`src/include/riscv_mul_params.svh`:
```
`ifndef RISCV_MUL_PARAMS_SVH
`define RISCV_MUL_PARAMS_SVH

// register width of the RV64 integer datapath
`define RISCV_MUL_XLEN 64

// one extra bit so unsigned operands stay positive in signed Booth
`define RISCV_MUL_EXT_W 65

// accumulator holds {partial sum, multiplier}
`define RISCV_MUL_ACC_W 130

// one add/shift per extended multiplier bit
`define RISCV_MUL_STEPS 65

// wide enough to count to RISCV_MUL_STEPS
`define RISCV_MUL_CNT_W 7

`endif
```
`src/design/riscv_mul_pkg.sv`:
```
`default_nettype none

package riscv_mul_pkg;

  // low three bits of the M-extension multiply control field
  typedef enum logic [2:0] {
    OP_MULW   = 3'b000,
    OP_MUL    = 3'b100,
    OP_MULH   = 3'b101,
    OP_MULHU  = 3'b110,
    OP_MULHSU = 3'b111
  } mul_op_e;

  // sequencer states
  typedef enum logic [1:0] {
    ST_IDLE = 2'b00,  // waiting for req
    ST_BUSY = 2'b01,  // booth steps, then capture
    ST_DONE = 2'b10   // ack high until req drops
  } mul_state_e;

endpackage

`default_nettype wire

```
`src/design/riscv_mul_top.sv`:
```
`timescale 1ns/1ps
`default_nettype none

`include "riscv_mul_params.svh"

module riscv_mul_top (
  input  logic                        i_riscv_mul_clk,
  input  logic                        i_riscv_mul_rst,
  input  logic                        i_riscv_mul_req,
  input  riscv_mul_pkg::mul_op_e      i_riscv_mul_op,
  input  logic [`RISCV_MUL_XLEN-1:0]  i_riscv_mul_rs1data,
  input  logic [`RISCV_MUL_XLEN-1:0]  i_riscv_mul_rs2data,
  output logic                        o_riscv_mul_ack,
  output logic [`RISCV_MUL_XLEN-1:0]  o_riscv_mul_product
);

  logic                               load;
  logic                               step;
  logic                               capture;
  logic signed [`RISCV_MUL_EXT_W-1:0] mcand;
  logic signed [`RISCV_MUL_EXT_W-1:0] mplier;
  logic signed [`RISCV_MUL_ACC_W-1:0] acc;

  riscv_mul_ctrl riscv_mul_ctrl_i (
    .i_riscv_mul_clk     (i_riscv_mul_clk),
    .i_riscv_mul_rst     (i_riscv_mul_rst),
    .i_riscv_mul_req     (i_riscv_mul_req),
    .o_riscv_mul_load    (load),
    .o_riscv_mul_step    (step),
    .o_riscv_mul_capture (capture),
    .o_riscv_mul_ack     (o_riscv_mul_ack)
  );

  riscv_mul_operand_prep riscv_mul_operand_prep_i (
    .i_riscv_mul_op      (i_riscv_mul_op),
    .i_riscv_mul_rs1data (i_riscv_mul_rs1data),
    .i_riscv_mul_rs2data (i_riscv_mul_rs2data),
    .o_riscv_mul_mcand   (mcand),
    .o_riscv_mul_mplier  (mplier)
  );

  riscv_mul_booth_datapath riscv_mul_booth_datapath_i (
    .i_riscv_mul_clk    (i_riscv_mul_clk),
    .i_riscv_mul_rst    (i_riscv_mul_rst),
    .i_riscv_mul_load   (load),
    .i_riscv_mul_step   (step),
    .i_riscv_mul_mcand  (mcand),
    .i_riscv_mul_mplier (mplier),
    .o_riscv_mul_acc    (acc)
  );

  riscv_mul_result_sel riscv_mul_result_sel_i (
    .i_riscv_mul_clk     (i_riscv_mul_clk),
    .i_riscv_mul_rst     (i_riscv_mul_rst),
    .i_riscv_mul_capture (capture),
    .i_riscv_mul_op      (i_riscv_mul_op),  // held by requester until ack
    .i_riscv_mul_acc     (acc),
    .o_riscv_mul_product (o_riscv_mul_product)
  );

endmodule

`default_nettype wire

```
`src/design/riscv_mul_ctrl.sv`:
```
`timescale 1ns/1ps
`default_nettype none

`include "riscv_mul_params.svh"

module riscv_mul_ctrl (
  input  logic i_riscv_mul_clk,
  input  logic i_riscv_mul_rst,
  input  logic i_riscv_mul_req,
  output logic o_riscv_mul_load,
  output logic o_riscv_mul_step,
  output logic o_riscv_mul_capture,
  output logic o_riscv_mul_ack
);

  localparam int cnt_w = `RISCV_MUL_CNT_W;
  localparam logic [cnt_w-1:0] num_steps = cnt_w'(`RISCV_MUL_STEPS);

  riscv_mul_pkg::mul_state_e state;
  riscv_mul_pkg::mul_state_e next_state;
  logic [cnt_w-1:0]          step_cnt;  // steps done so far
  logic                      release_ack;

  assign o_riscv_mul_load    = (state == riscv_mul_pkg::ST_IDLE) && i_riscv_mul_req;
  assign o_riscv_mul_step    = (state == riscv_mul_pkg::ST_BUSY) && (step_cnt != num_steps);
  assign o_riscv_mul_capture = (state == riscv_mul_pkg::ST_BUSY) && (step_cnt == num_steps);
  assign release_ack         = (state == riscv_mul_pkg::ST_DONE) && !i_riscv_mul_req;

  always_comb
  begin
    next_state = state;
    case (state)
      riscv_mul_pkg::ST_IDLE:
        if (i_riscv_mul_req)
          next_state = riscv_mul_pkg::ST_BUSY;
      riscv_mul_pkg::ST_BUSY:
        if (o_riscv_mul_capture)
          next_state = riscv_mul_pkg::ST_DONE;
      riscv_mul_pkg::ST_DONE:
        if (!i_riscv_mul_req)
          next_state = riscv_mul_pkg::ST_IDLE;  // four-phase return
      default:
        next_state = riscv_mul_pkg::ST_IDLE;
    endcase
  end

  always_ff @(posedge i_riscv_mul_clk or posedge i_riscv_mul_rst)
  begin
    if (i_riscv_mul_rst)
    begin
      state    <= riscv_mul_pkg::ST_IDLE;
      step_cnt <= '0;
    end
    else
    begin
      state <= next_state;
      if (o_riscv_mul_load)
        step_cnt <= '0;
      else if (o_riscv_mul_step)
        step_cnt <= step_cnt + 1'b1;
    end
  end

  // ack rises with the captured product, falls once req is gone
  always_ff @(posedge i_riscv_mul_clk or posedge i_riscv_mul_rst)
  begin
    if (i_riscv_mul_rst)
      o_riscv_mul_ack <= 1'b0;
    else if (o_riscv_mul_capture)
      o_riscv_mul_ack <= 1'b1;
    else if (release_ack)
      o_riscv_mul_ack <= 1'b0;
  end

endmodule

`default_nettype wire

```
`src/design/riscv_mul_result_sel.sv`:
```
`timescale 1ns/1ps
`default_nettype none

`include "riscv_mul_params.svh"

module riscv_mul_result_sel (
  input  logic                                i_riscv_mul_clk,
  input  logic                                i_riscv_mul_rst,
  input  logic                                i_riscv_mul_capture,
  input  riscv_mul_pkg::mul_op_e              i_riscv_mul_op,
  input  logic signed [`RISCV_MUL_ACC_W-1:0]  i_riscv_mul_acc,
  output logic [`RISCV_MUL_XLEN-1:0]          o_riscv_mul_product
);

  localparam int xlen   = `RISCV_MUL_XLEN;
  localparam int word_w = 32;

  always_ff @(posedge i_riscv_mul_clk or posedge i_riscv_mul_rst)
  begin
    if (i_riscv_mul_rst)
    begin
      o_riscv_mul_product <= '0;
    end
    else if (i_riscv_mul_capture)
    begin
      case (i_riscv_mul_op)
        riscv_mul_pkg::OP_MUL:
          o_riscv_mul_product <= i_riscv_mul_acc[xlen-1:0];
        riscv_mul_pkg::OP_MULH,
        riscv_mul_pkg::OP_MULHU,
        riscv_mul_pkg::OP_MULHSU:
          o_riscv_mul_product <= i_riscv_mul_acc[2*xlen-1:xlen];  // high half
        riscv_mul_pkg::OP_MULW:
          o_riscv_mul_product <= {{(xlen-word_w){i_riscv_mul_acc[word_w-1]}},
                                  i_riscv_mul_acc[word_w-1:0]};
        default:
          o_riscv_mul_product <= '0;  // unused encodings
      endcase
    end
  end

endmodule

`default_nettype wire

```
`src/design/riscv_mul_booth_datapath.sv`:
```
`timescale 1ns/1ps
`default_nettype none

`include "riscv_mul_params.svh"

module riscv_mul_booth_datapath (
  input  logic                                i_riscv_mul_clk,
  input  logic                                i_riscv_mul_rst,
  input  logic                                i_riscv_mul_load,
  input  logic                                i_riscv_mul_step,
  input  logic signed [`RISCV_MUL_EXT_W-1:0]  i_riscv_mul_mcand,
  input  logic signed [`RISCV_MUL_EXT_W-1:0]  i_riscv_mul_mplier,
  output logic signed [`RISCV_MUL_ACC_W-1:0]  o_riscv_mul_acc
);

  localparam int ext_w = `RISCV_MUL_EXT_W;
  localparam int acc_w = `RISCV_MUL_ACC_W;

  logic signed [ext_w-1:0] mcand_q;
  logic signed [acc_w-1:0] acc_q;
  logic                    prev_bit;   // q[-1]
  logic        [ext_w:0]   upper_ext;  // upper half plus guard bit
  logic        [ext_w:0]   mcand_ext;
  logic        [ext_w:0]   partial;

  // the guard bit keeps the true sign through the add, so the shift
  // brings in the right bit even if the 65-bit sum would wrap
  assign upper_ext = {acc_q[acc_w-1], acc_q[acc_w-1:ext_w]};
  assign mcand_ext = {mcand_q[ext_w-1], mcand_q};

  always_comb
  begin
    case ({acc_q[0], prev_bit})
      2'b10:   partial = upper_ext - mcand_ext;  // start of a run of ones
      2'b01:   partial = upper_ext + mcand_ext;  // end of a run
      default: partial = upper_ext;
    endcase
  end

  always_ff @(posedge i_riscv_mul_clk or posedge i_riscv_mul_rst)
  begin
    if (i_riscv_mul_rst)
    begin
      acc_q    <= '0;
      mcand_q  <= '0;
      prev_bit <= 1'b0;
    end
    else if (i_riscv_mul_load)
    begin
      acc_q    <= {{ext_w{1'b0}}, i_riscv_mul_mplier};
      mcand_q  <= i_riscv_mul_mcand;
      prev_bit <= 1'b0;
    end
    else if (i_riscv_mul_step)
    begin
      acc_q    <= {partial, acc_q[ext_w-1:1]};  // add then arithmetic shift
      prev_bit <= acc_q[0];
    end
  end

  assign o_riscv_mul_acc = acc_q;

endmodule

`default_nettype wire

```
`src/design/riscv_mul_operand_prep.sv`:
```
`timescale 1ns/1ps
`default_nettype none

`include "riscv_mul_params.svh"

module riscv_mul_operand_prep (
  input  riscv_mul_pkg::mul_op_e              i_riscv_mul_op,
  input  logic [`RISCV_MUL_XLEN-1:0]          i_riscv_mul_rs1data,
  input  logic [`RISCV_MUL_XLEN-1:0]          i_riscv_mul_rs2data,
  output logic signed [`RISCV_MUL_EXT_W-1:0]  o_riscv_mul_mcand,
  output logic signed [`RISCV_MUL_EXT_W-1:0]  o_riscv_mul_mplier
);

  localparam int xlen   = `RISCV_MUL_XLEN;
  localparam int ext_w  = `RISCV_MUL_EXT_W;
  localparam int word_w = 32;

  always_comb
  begin
    case (i_riscv_mul_op)
      riscv_mul_pkg::OP_MULHU:
      begin
        o_riscv_mul_mcand  = {1'b0, i_riscv_mul_rs1data};
        o_riscv_mul_mplier = {1'b0, i_riscv_mul_rs2data};
      end
      riscv_mul_pkg::OP_MULHSU:
      begin
        o_riscv_mul_mcand  = {i_riscv_mul_rs1data[xlen-1], i_riscv_mul_rs1data};
        o_riscv_mul_mplier = {1'b0, i_riscv_mul_rs2data};  // rs2 unsigned
      end
      riscv_mul_pkg::OP_MULW:
      begin
        // upper operand bits ignored, only low word of product kept
        o_riscv_mul_mcand  = {{(ext_w-word_w){1'b0}}, i_riscv_mul_rs1data[word_w-1:0]};
        o_riscv_mul_mplier = {{(ext_w-word_w){1'b0}}, i_riscv_mul_rs2data[word_w-1:0]};
      end
      default:
      begin
        o_riscv_mul_mcand  = {i_riscv_mul_rs1data[xlen-1], i_riscv_mul_rs1data};  // mul, mulh
        o_riscv_mul_mplier = {i_riscv_mul_rs2data[xlen-1], i_riscv_mul_rs2data};
      end
    endcase
  end

endmodule

`default_nettype wire

```
`config.mk`:
```
export PLATFORM = sky130hd
export DESIGN_NAME = riscv_mul_top
export DESIGN_NICKNAME = d
export VERILOG_FILES = /design/src/design/riscv_mul_pkg.sv /design/src/design/riscv_mul_top.sv /design/src/design/riscv_mul_ctrl.sv /design/src/design/riscv_mul_result_sel.sv /design/src/design/riscv_mul_booth_datapath.sv /design/src/design/riscv_mul_operand_prep.sv
export VERILOG_INCLUDE_DIRS = /design/src /design/src/include
export SDC_FILE = /design/constraint.sdc
export NUM_CORES = 1
export LEC_CHECK = 0
export ABC_AREA = 1
export BUFFER_PORTS_ARGS = -buffer_cell sky130_fd_sc_hd__buf_2
export CORE_ASPECT_RATIO = 1.2
export CORE_MARGIN = 2
export CORE_UTILIZATION = 55
export DETAILED_ROUTE_END_ITERATION = 10
export HOLD_SLACK_MARGIN = 0.02
export PLACE_DENSITY_LB_ADDON = 0.3
export SYNTH_ARGS = -nofsm -noshare
export SYNTH_HDL_FRONTEND = slang
export SYNTH_SLANG_ARGS = --single-unit
```
`constraint.sdc`:
```
create_clock -name i_riscv_mul_clk -period 16.9 [get_ports i_riscv_mul_clk]
set_clock_uncertainty 0.15 [all_clocks]
set_input_delay 3.38 -clock i_riscv_mul_clk [delete_from_list [all_inputs] [get_ports i_riscv_mul_clk]]
set_output_delay 3.38 -clock i_riscv_mul_clk [all_outputs]
set_load 0.005 [all_outputs]
```
# Yosys cells after proc, flatten, opt, wreduce, memory -nomap -nowiden

Cells that the tools add are included.

Register bits: 270
Bits of input ports: 134
Word-level logic and storage cells: 54
Output and inout bits: 65

Add/subtract/negate cells: 3
Equality and inequality tests: 13
Muxes and demuxes: 16
Reductions and logical operators: 14

Operator list:

| kind                                                 | count |
|---|---|
| two-way mux 130 bit                                  | 2 |
| case mux 65 bit (2 select lines)                     | 2 |
| case mux 64 bit (3 select lines)                     | 1 |
| case mux 66 bit (2 select lines)                     | 1 |
| adder 65 x 65 -> 66 bit                              | 1 |
| subtractor 65 x 65 -> 66 bit                         | 1 |
| two-way mux 7 bit                                    | 2 |
| equality test 3 bit (second input constant)          | 4 |
| adder 7 x 1 -> 7 bit (second input constant)         | 1 |
| equality test 7 bit (second input constant)          | 1 |
| inequality test 7 bit (second input constant)        | 1 |
| two-way mux 2 bit                                    | 3 |
| inequality test 2 bit (second input constant)        | 3 |
| case mux 2 bit (3 select lines)                      | 1 |
| equality test 2 x 1 -> 1 bit (second input constant) | 2 |
| equality test 2 bit (second input constant)          | 2 |
| logical AND 1 bit                                    | 4 |
| two-way mux 1 bit                                    | 4 |
| nonzero test 2 bit                                   | 2 |
| zero test 3 bit                                      | 1 |
| AND reduction 3 bit                                  | 1 |
| nonzero test 3 bit                                   | 1 |
| OR reduction 3 bit                                   | 1 |
| zero test 2 bit                                      | 1 |
| other kinds (3)                                      | 3 |

# Logic depth before layout (Yosys ltp)

Gate-level depths: netlist of the first run.

Depth in word-level cells: 4
Mapped depth: 26
Mapped depth without buffers: 26

# Cells and area by module

Synthesis of the first run repeated with hierarchy kept, for this count alone.

Cells, all modules: 3365
Area, all modules: 21302.9 µm²

Modules (own cells, without submodules):

| module                   | cells an instance | instances | area an instance (µm²) |
|---|---|---|---|
| riscv_mul_booth_datapath | 2591              | 1         | 16110.5 |
| riscv_mul_result_sel     | 491               | 1         | 3505.9 |
| riscv_mul_operand_prep   | 209               | 1         | 1101.1 |
| riscv_mul_ctrl           | 74                | 1         | 585.6 |

# Worst setup path before layout of the first run

Ideal clock, no wire load.

Path kind: in2reg
Start: in i_riscv_mul_op[0]
End: reg riscv_mul_result_sel_i.o_riscv_mul_product[32]
Path buffers: 1
Data arrival time: 4.325 ns
Setup slack: 12.348 ns
Cell stages on the path: 6
Cells stage by stage: nor2_1 > inv_2 > nor2_1 > clkbuf_1 > a221oi_1 > o21ai_1

Cells in the longest elaborated chain, start to end: 3

Ends and longest elaborated chain:

| what                                 | RTL line                   | RTL |
|---|---|---|
| from (decl)                          | riscv_mul_top.sv:10        | `input riscv_mul_pkg::mul_op_e i_riscv_mul_op,` |
| equality test 3 bit                  | riscv_mul_result_sel.sv:26 | `case (i_riscv_mul_op)` |
| OR reduction 3 bit                   | riscv_mul_result_sel.sv:26 |  |
| case mux 64 bit (3 select lines) (*) | riscv_mul_result_sel.sv:26 |  |
| to (signal assigned)                 | riscv_mul_result_sel.sv:28 | `o_riscv_mul_product <= i_riscv_mul_acc[xlen-1:0];` |
| to (signal assigned)                 | riscv_mul_result_sel.sv:32 | `o_riscv_mul_product <= i_riscv_mul_acc[2*xlen-1:xlen];` |
| to (signal assigned)                 | riscv_mul_result_sel.sv:34 | `o_riscv_mul_product <= {{(xlen-word_w){i_riscv_mul_acc[word_w-1]}},` |
| to (decl)                            | riscv_mul_result_sel.sv:12 | `` output logic [`RISCV_MUL_XLEN-1:0] o_riscv_mul_product `` |

Mark *: on every way between the ends. The rest lies on a longest branch, timed or not.
A chain may end at the register's enable or synchronous reset.

# Worst setup path after layout of the first run

Start: in i_riscv_mul_req
End: reg riscv_mul_booth_datapath_i.acc_q[8], in the netlist riscv_mul_booth_datapath_i.o_riscv_mul_acc[8]

Cells in the longest elaborated chain, start to end: 2

Ends and longest elaborated chain:

| what                                                             | RTL line                       | RTL |
|---|---|---|
| from (decl)                                                      | riscv_mul_top.sv:9             | `input logic i_riscv_mul_req,` |
| logical AND 1 bit (*)                                            | riscv_mul_ctrl.sv:24           | `assign o_riscv_mul_load = (state == riscv_mul_pkg::ST_IDLE) && i_riscv_mul_req;` |
| two-way mux 130 bit / nonzero test 2 bit (equally long branches) | n/a                            |  |
| to (signal assigned)                                             | riscv_mul_booth_datapath.sv:50 | `acc_q <= {{ext_w{1'b0}}, i_riscv_mul_mplier};` |
| to (signal assigned)                                             | riscv_mul_booth_datapath.sv:56 | `acc_q <= {partial, acc_q[ext_w-1:1]};` |
| to (decl)                                                        | riscv_mul_booth_datapath.sv:20 | `logic signed [acc_w-1:0] acc_q;` |

Marked as above.

==> flow_summary.toml, run 1 <==
[grt]
grt_max_degree = 113
track_usage = 0.370
antenna_found_initial = 1
grt_overflow = 0
grt_pass1_wl_microns = 108000
grt_pass1_vias = 20100

[logic_synthesis]
synth_compound_area_frac = 0.141
syn_avg_cell_area_sq_um = 6.40
netlist_area_sq_um = 20000
synth-seq-cells = 270
synth_fa_ha_area_frac = 0.0441
synth_top_family_by_area = "simple AND/OR/NAND/NOR gates"
netlist_instances = 3134
synth-simple-area-share = 0.324
ys_warn_count = 0
yosysTopAreaCell = "dfrtp_1"
yosys.area.top_type_share = 0.337
synthMuxAreaShare = 0
synth_edf_count = 0
yosys.area_share.xor_xnor = 0.0323
yosysSeqAreaShare = 0.337
async_reset_ff_frac = 1.00
synth.distinct_cells = 47
ys.flop_type = "dfrtp_1"
syn_nets = 3338
synth_area_leaders = "dfrtp_1 (34%), nand2_1 (21%), inv_1 (9.5%)"

[finish]
synthToLayoutAreaGrowth_pct = 11.7
layout_common_cells = "nand2_1 (1118), inv_1 (506), dfrtp_1 (270)"
fin_nets = 3482
layout_commonest_cell = "nand2_1"
drive_gt1_frac = 0.102
final_core_util = 0.623
n_fill_cell = 3429

[routing]
ant_nets = 0
wl_microns = 70000
drc = 0
wl_per_cell_microns = 18.6
vias = 20600
drt_iter0_drc = 1847
viasPerCell = 5.45
first_pass_iters = 7

[sta]
hold_viol = 0
worst_pin_slew_ns = 1.32
fmax_mhz = 166
setup-tns-final_ns = 0
rsz0062_at_grt = "no"
period_needed_ns = 6.01
fin_crit_sh = 0.356
max-slew-margin-rel = 0.119
report.final.slew_viol_count = 0
holdWs_ns = 0.316
finalWorstSetupSlack_ns = 10.89
finalSetupViolCount = 0

[worst_setup_path]
required_ns = 17.16
worstSetupPathType = "primary input to flip-flop"
rr_worst_depth = 24
cp_max_fo = 112
rr_endpoint = "riscv_mul_booth_datapath_i.o_riscv_mul_acc[110]"
arrival_ns = 6.27
reg2reg_slack_ns = 12.34
end_kind = "flip-flop"
timing.rr.start = "riscv_mul_booth_datapath_i.o_riscv_mul_acc[0]"
start_kind = "primary input"

[place]
routabilityCongestion = 1.00
dpl.hpwl_microns = 54200
io_buffers = 198
pre_cts_ws_ns = 10.34

[clock_tree]
clk_pin_slew_worst_paths_ns = 0.06
clock_path_buffers = 3
h-tree-depth = 1
numClockSinks = 270
clk_latency_ns = 0.61
cts_tree = "built"
cts-root-buf = "clkbuf_16"
postCtsHoldBufs = 0
cts.repair.resized = 0
cts-buffers-inserted = 30
postCtsSetupBuffers = 0

[floorplan]
die-area_sq_um = 38000
start_util = 0.558
io_pins = 199
core_area_sq_um = 35900
core.rowCount = 76
die_w_microns = 178
die_y_microns = 213

[worst_hold_path]
worstHoldEndpoint = "riscv_mul_result_sel_i.o_riscv_mul_product[8]"
hold_class = "flip-flop to flip-flop"
hold-path-cell-count = 2
hp-start = "riscv_mul_result_sel_i.o_riscv_mul_product[8]"

[outcome]
outcome = "finished clean"

[flow_run]
cap_violations = 0
[how the worst max path moves through the flow]
| stage | from | depth (start not counted) | to | slack (ns) |
|---|---|---|---|---|
| detailed placement | i_riscv_mul_req | 7 | riscv_mul_booth_datapath_i.o_riscv_mul_acc[8] | 10.34 |
| finish | i_riscv_mul_req | 7 | riscv_mul_booth_datapath_i.o_riscv_mul_acc[8] | 10.89 |
| global route | i_riscv_mul_req | 7 | riscv_mul_booth_datapath_i.o_riscv_mul_acc[9] | 10.68 |
| global placement | i_riscv_mul_req | 7 | riscv_mul_booth_datapath_i.o_riscv_mul_acc[6] | 10.44 |
| CTS | i_riscv_mul_req | 7 | riscv_mul_booth_datapath_i.o_riscv_mul_acc[8] | 10.93 |
| floorplan | i_riscv_mul_rst | 1 | riscv_mul_booth_datapath_i.mcand_q[0] | 5.93 |
[per-layer routing]
layer  share of wire  vias up  routed length [microns]  track usage
met5               0        -                        0            0
met4           0.074        0                     5190        0.239
met3           0.066      207                     4600       0.0550
met2            0.48      766                    33400        0.626
met1            0.38     9473                    26800        0.437
li1                -    10100                        -            -
[logic make-up (layout without fill, tap and decap cells)]
| kind of cell | Yosys count | after routing |
|---|---|---|
| XOR/XNOR | 74 | 74 |
| flip-flops | 270 | 270 |
| buffers and inverters | 635 | 803 |
| adder cells (fa/ha/maj) | 70 | 70 |
| other | 0 | 1 |
| AO/OA/AOI/OAI | 490 | 490 |
| AND/OR/NAND/NOR | 1595 | 1595 |
[sequential cells by signal, summed over array words and instances, names as in the netlist]
name and count:
riscv_mul_result_sel_i.o_riscv_mul_product 64, riscv_mul_booth_datapath_i.mcand_q 65, riscv_mul_booth_datapath_i.prev_bit 1, riscv_mul_ctrl_i.step_cnt 7, riscv_mul_ctrl_i.o_riscv_mul_ack 1, riscv_mul_booth_datapath_i.o_riscv_mul_acc 130
riscv_mul_ctrl_i.state 2
[cell type report]
class / instances / area (sq um) / share of cell area
Antenna cell: 1 / 2.50 / 0.000112
Clock buffer: 46 / 911 / 0.0407
Clock inverter: 10 / 143 / 0.00637
Inverter: 533 / 2010 / 0.0899
Multi-Input combinational cell: 2229 / 10900 / 0.485
Sequential cell: 270 / 6760 / 0.302
Tap cell: 468 / 586 / 0.0262
Timing Repair Buffer: 214 / 1110 / 0.0496
[critical path: stages]
cell      delay, ns
buf_2          0.11
nand3_2        0.50
inv_4          0.71
nor2_4         0.08
clkinv_2       0.26
buf_4          0.89
o221ai_1       0.24
[through the flow]
step | cell area [sq um] | cells
floorplan | 20000 | 3134
global placement | 21300 | 3714
detailed placement | 21300 | 3714
CTS | 22400 | 3770
global route | 22400 | 3770
finish | 22400 | 3771
[cells in the mapped netlist, drive strengths merged (4+ instances only)]
cell / n
nor3: 30
dfrtp: 270
xnor2: 4
o21ai: 247
ha: 69
o21bai: 4
nor4: 5
xor2: 70
nand3: 111
a21oi: 112
o21a: 6
nor2: 287
a221oi: 33
o22ai: 42
o221ai: 32
buf: 33
clkbuf: 69
nand2: 1127
nand3b: 12
nand4: 15
inv: 531
Power of run 1 is not shown: default switching activity piles up to over one toggle a cycle in this logic, so the estimate is an artifact.
==> run 2, diff against run 1 <==
- ABC_AREA: 1 -> 0
- CORE_UTILIZATION: 55 -> 54
- clock period: 16.9 -> 4.85 ns (I/O delays scaled with it)
==> flow_summary.toml, run 2 <==
[floorplan]
start_util = 0.548
core_area_sq_um = 31400
io_pins = 199
die-area_sq_um = 33300
die_y_microns = 199
die_w_microns = 167
core.rowCount = 71

[logic_synthesis]
yosys.area_share.xor_xnor = 0.0632
async_reset_ff_frac = 1.00
yosys.area.top_type_share = 0.393
netlist_instances = 2155
syn_avg_cell_area_sq_um = 7.98
synth_fa_ha_area_frac = 0.0514
synth_top_family_by_area = "compound AO/OA/AOI/OAI gates"
yosysTopAreaCell = "dfrtp_1"
syn_nets = 2359
netlist_area_sq_um = 17200
yosys-top-cells-count = "nand2_1 (417), dfrtp_1 (270), a21oi_1 (247), o21ai_0 (204), nor2_1 (149)"
synthMuxAreaShare = 0.00415
synth-seq-cells = 270
ys_warn_count = 0
synth_compound_area_frac = 0.232
synth_area_leaders = "dfrtp_1 (39%), nand2_1 (9.1%), a21oi_1 (7.2%)"
yosysSeqAreaShare = 0.393
synth.distinct_cells = 74
synth.most_common_cell = "nand2_1"
synth_edf_count = 0
ys.flop_type = "dfrtp_1"
synth-simple-area-share = 0.215

[place]
dpl.hpwl_microns = 37900
io_buffers = 198
routabilityCongestion = 0.944
pre_cts_ws_ns = -0.212
postPlaceCellArea_sq_um = 19800

[sta]
max-slew-margin-rel = 0.253
rsz0062_at_grt = "yes"
period_needed_ns = 4.95
fin_crit_sh = 1.02
worst_pin_slew_ns = 1.12
hold_viol = 0
finalSetupViolCount = 5
report.final.slew_viol_count = 0
finalWorstSetupSlack_ns = -0.0967
fmax_mhz = 202

[flow_run]
cap_violations = 0

[finish]
final_core_util = 0.693
largest_reg_flops = 130
synthToLayoutAreaGrowth_pct = 26.4
fin_nets = 2680
fin_area_sq_um = 21700
layout_common_cells = "nand2_1 (411), dfrtp_1 (270), buf_4 (234)"
layout_commonest_cell = "nand2_1"
drive_gt1_frac = 0.251

[routing]
wl_microns = 52500
viasPerCell = 5.89
drc = 0
drt_iter0_drc = 1828
first_pass_iters = 5
vias = 17100
wl_per_cell_microns = 18.1
ant_nets = 0

[clock_tree]
h-tree-depth = 1
clk_pin_slew_worst_paths_ns = 0.06
numClockSinks = 270
postCtsHoldBufs = 0
clock_path_buffers = 3
cts_tree = "built"
cts-buffers-inserted = 28
cts-root-buf = "clkbuf_16"
clk_latency_ns = 0.56

[worst_setup_path]
end_kind = "flip-flop"
critPathSlowestCell = "or4_4"
arrival_ns = 5.24
critPathMaxStageDelay_ns = 0.55
cp_cell_sequence = "or4_4 > nor4_4 > or2b_4 > nor2_4 > buf_4 > a21oi_2 > xor2_1 > ha_2 > a21oi_2 > o21ai_0 > buf_4 > a221o_1 > o31ai_1 > buf_4 > o211ai_1 > a311o_1 > a21oi_2 > mux2i_1 > nand2_1"
required_ns = 5.14
reg2reg_slack_ns = -0.1
cp_max_fo = 5
worstSetupPathType = "flip-flop to flip-flop"
start_kind = "flip-flop"

[grt]
grt_pass1_vias = 15600
grt_overflow = 0
grt_max_degree = 166
antenna_found_initial = 3
track_usage = 0.304
grt_pass1_wl_microns = 82800

[outcome]
violations = "negative setup slack"
outcome = "finished, violations left"

[worst_hold_path]
hold_class = "flip-flop to flip-flop"
-- run 2: cell types whose count changed in the layout (fill, tap and decap cells not counted), moves of 41 or more --
cell     delta
o21ai_1    -67
nand2_1   -707
a21oi_1   +114
buf_4     +218
o22ai_1    -41
and3_1     +42
nor2_1    -127
inv_1     -468
-- run 2: final timing paths --
path                       cells after the start                                               to                                           start
hold reg to reg                                2   riscv_mul_result_sel_i.o_riscv_mul_product[27]  riscv_mul_result_sel_i.o_riscv_mul_product[27]
hold / removal                                 2   riscv_mul_result_sel_i.o_riscv_mul_product[27]  riscv_mul_result_sel_i.o_riscv_mul_product[27]
setup reg to reg                              19  riscv_mul_booth_datapath_i.o_riscv_mul_acc[126]          riscv_mul_booth_datapath_i.mcand_q[17]
max in group asynchronous                      3   riscv_mul_booth_datapath_i.o_riscv_mul_acc[29]                                 i_riscv_mul_rst
min in group asynchronous                      3   riscv_mul_result_sel_i.o_riscv_mul_product[12]                                 i_riscv_mul_rst
setup / recovery                              19  riscv_mul_booth_datapath_i.o_riscv_mul_acc[126]          riscv_mul_booth_datapath_i.mcand_q[17]
-- run 2: area by class of cell --
type,count,area [sq um]
Sequential cell,270,6760
Clock inverter,13,175
Tap cell,401,502
Inverter,40,154
Timing Repair Buffer,441,2880
Clock buffer,38,840
Fill cell,2529,9630
Antenna cell,3,7.51
Multi-Input combinational cell,1695,10400
-- run 2: logic make-up after synthesis --
logic type      Yosys count
flops                   270
simple gates            825
buf+inv                 190
compound gates          669
mux                       7
fa+ha+maj                70
xor+xnor                124
-- run 2: stage by stage --
step | setup TNS, ns | hold slack, ns | cells
after floorplan | 0 | 0.319 | 2155
after global placement | -0.519 | 0.306 | 2810
after detailed placement | -1.98 | 0.315 | 2810
after CTS | 0 | 0.329 | 2870
after global routing | -3.52 | 0.341 | 2901
final | -0.268 | 0.321 | 2901
-- run 2: routing by layer --
layer | vias up | global-route usage | part of all wire
met1 | 8134 | 0.475 | 0.48
met5 | - | 0 | 0
met2 | 644 | 0.443 | 0.42
met4 | 0 | 0.0741 | 0.021
met3 | 70 | 0.0450 | 0.076
li1 | 8247 | - | -
-- run 2: worst max-delay path, delay by kind of cell, from the launching register on --
| family | cells | cell delay, ns |
|---|---|---|
| compound gates | 8 | 1.71 |
| xor+xnor | 1 | 0.27 |
| fa+ha+maj | 1 | 0.38 |
| buf+inv | 3 | 0.44 |
| flops | 1 | 0.38 |
| mux | 1 | 0.19 |
| simple gates | 5 | 1.29 |
-- run 2: what timing repair did --
item | 4_1_cts | 5_1_grt
setup endpoints to repair | 18 | 29
cloned | 0 | 0
resized for setup | 25 | 123
buffers inserted | 9 | 29
pin swaps | 12 | 78
Power of run 2 is left out for the same reason.
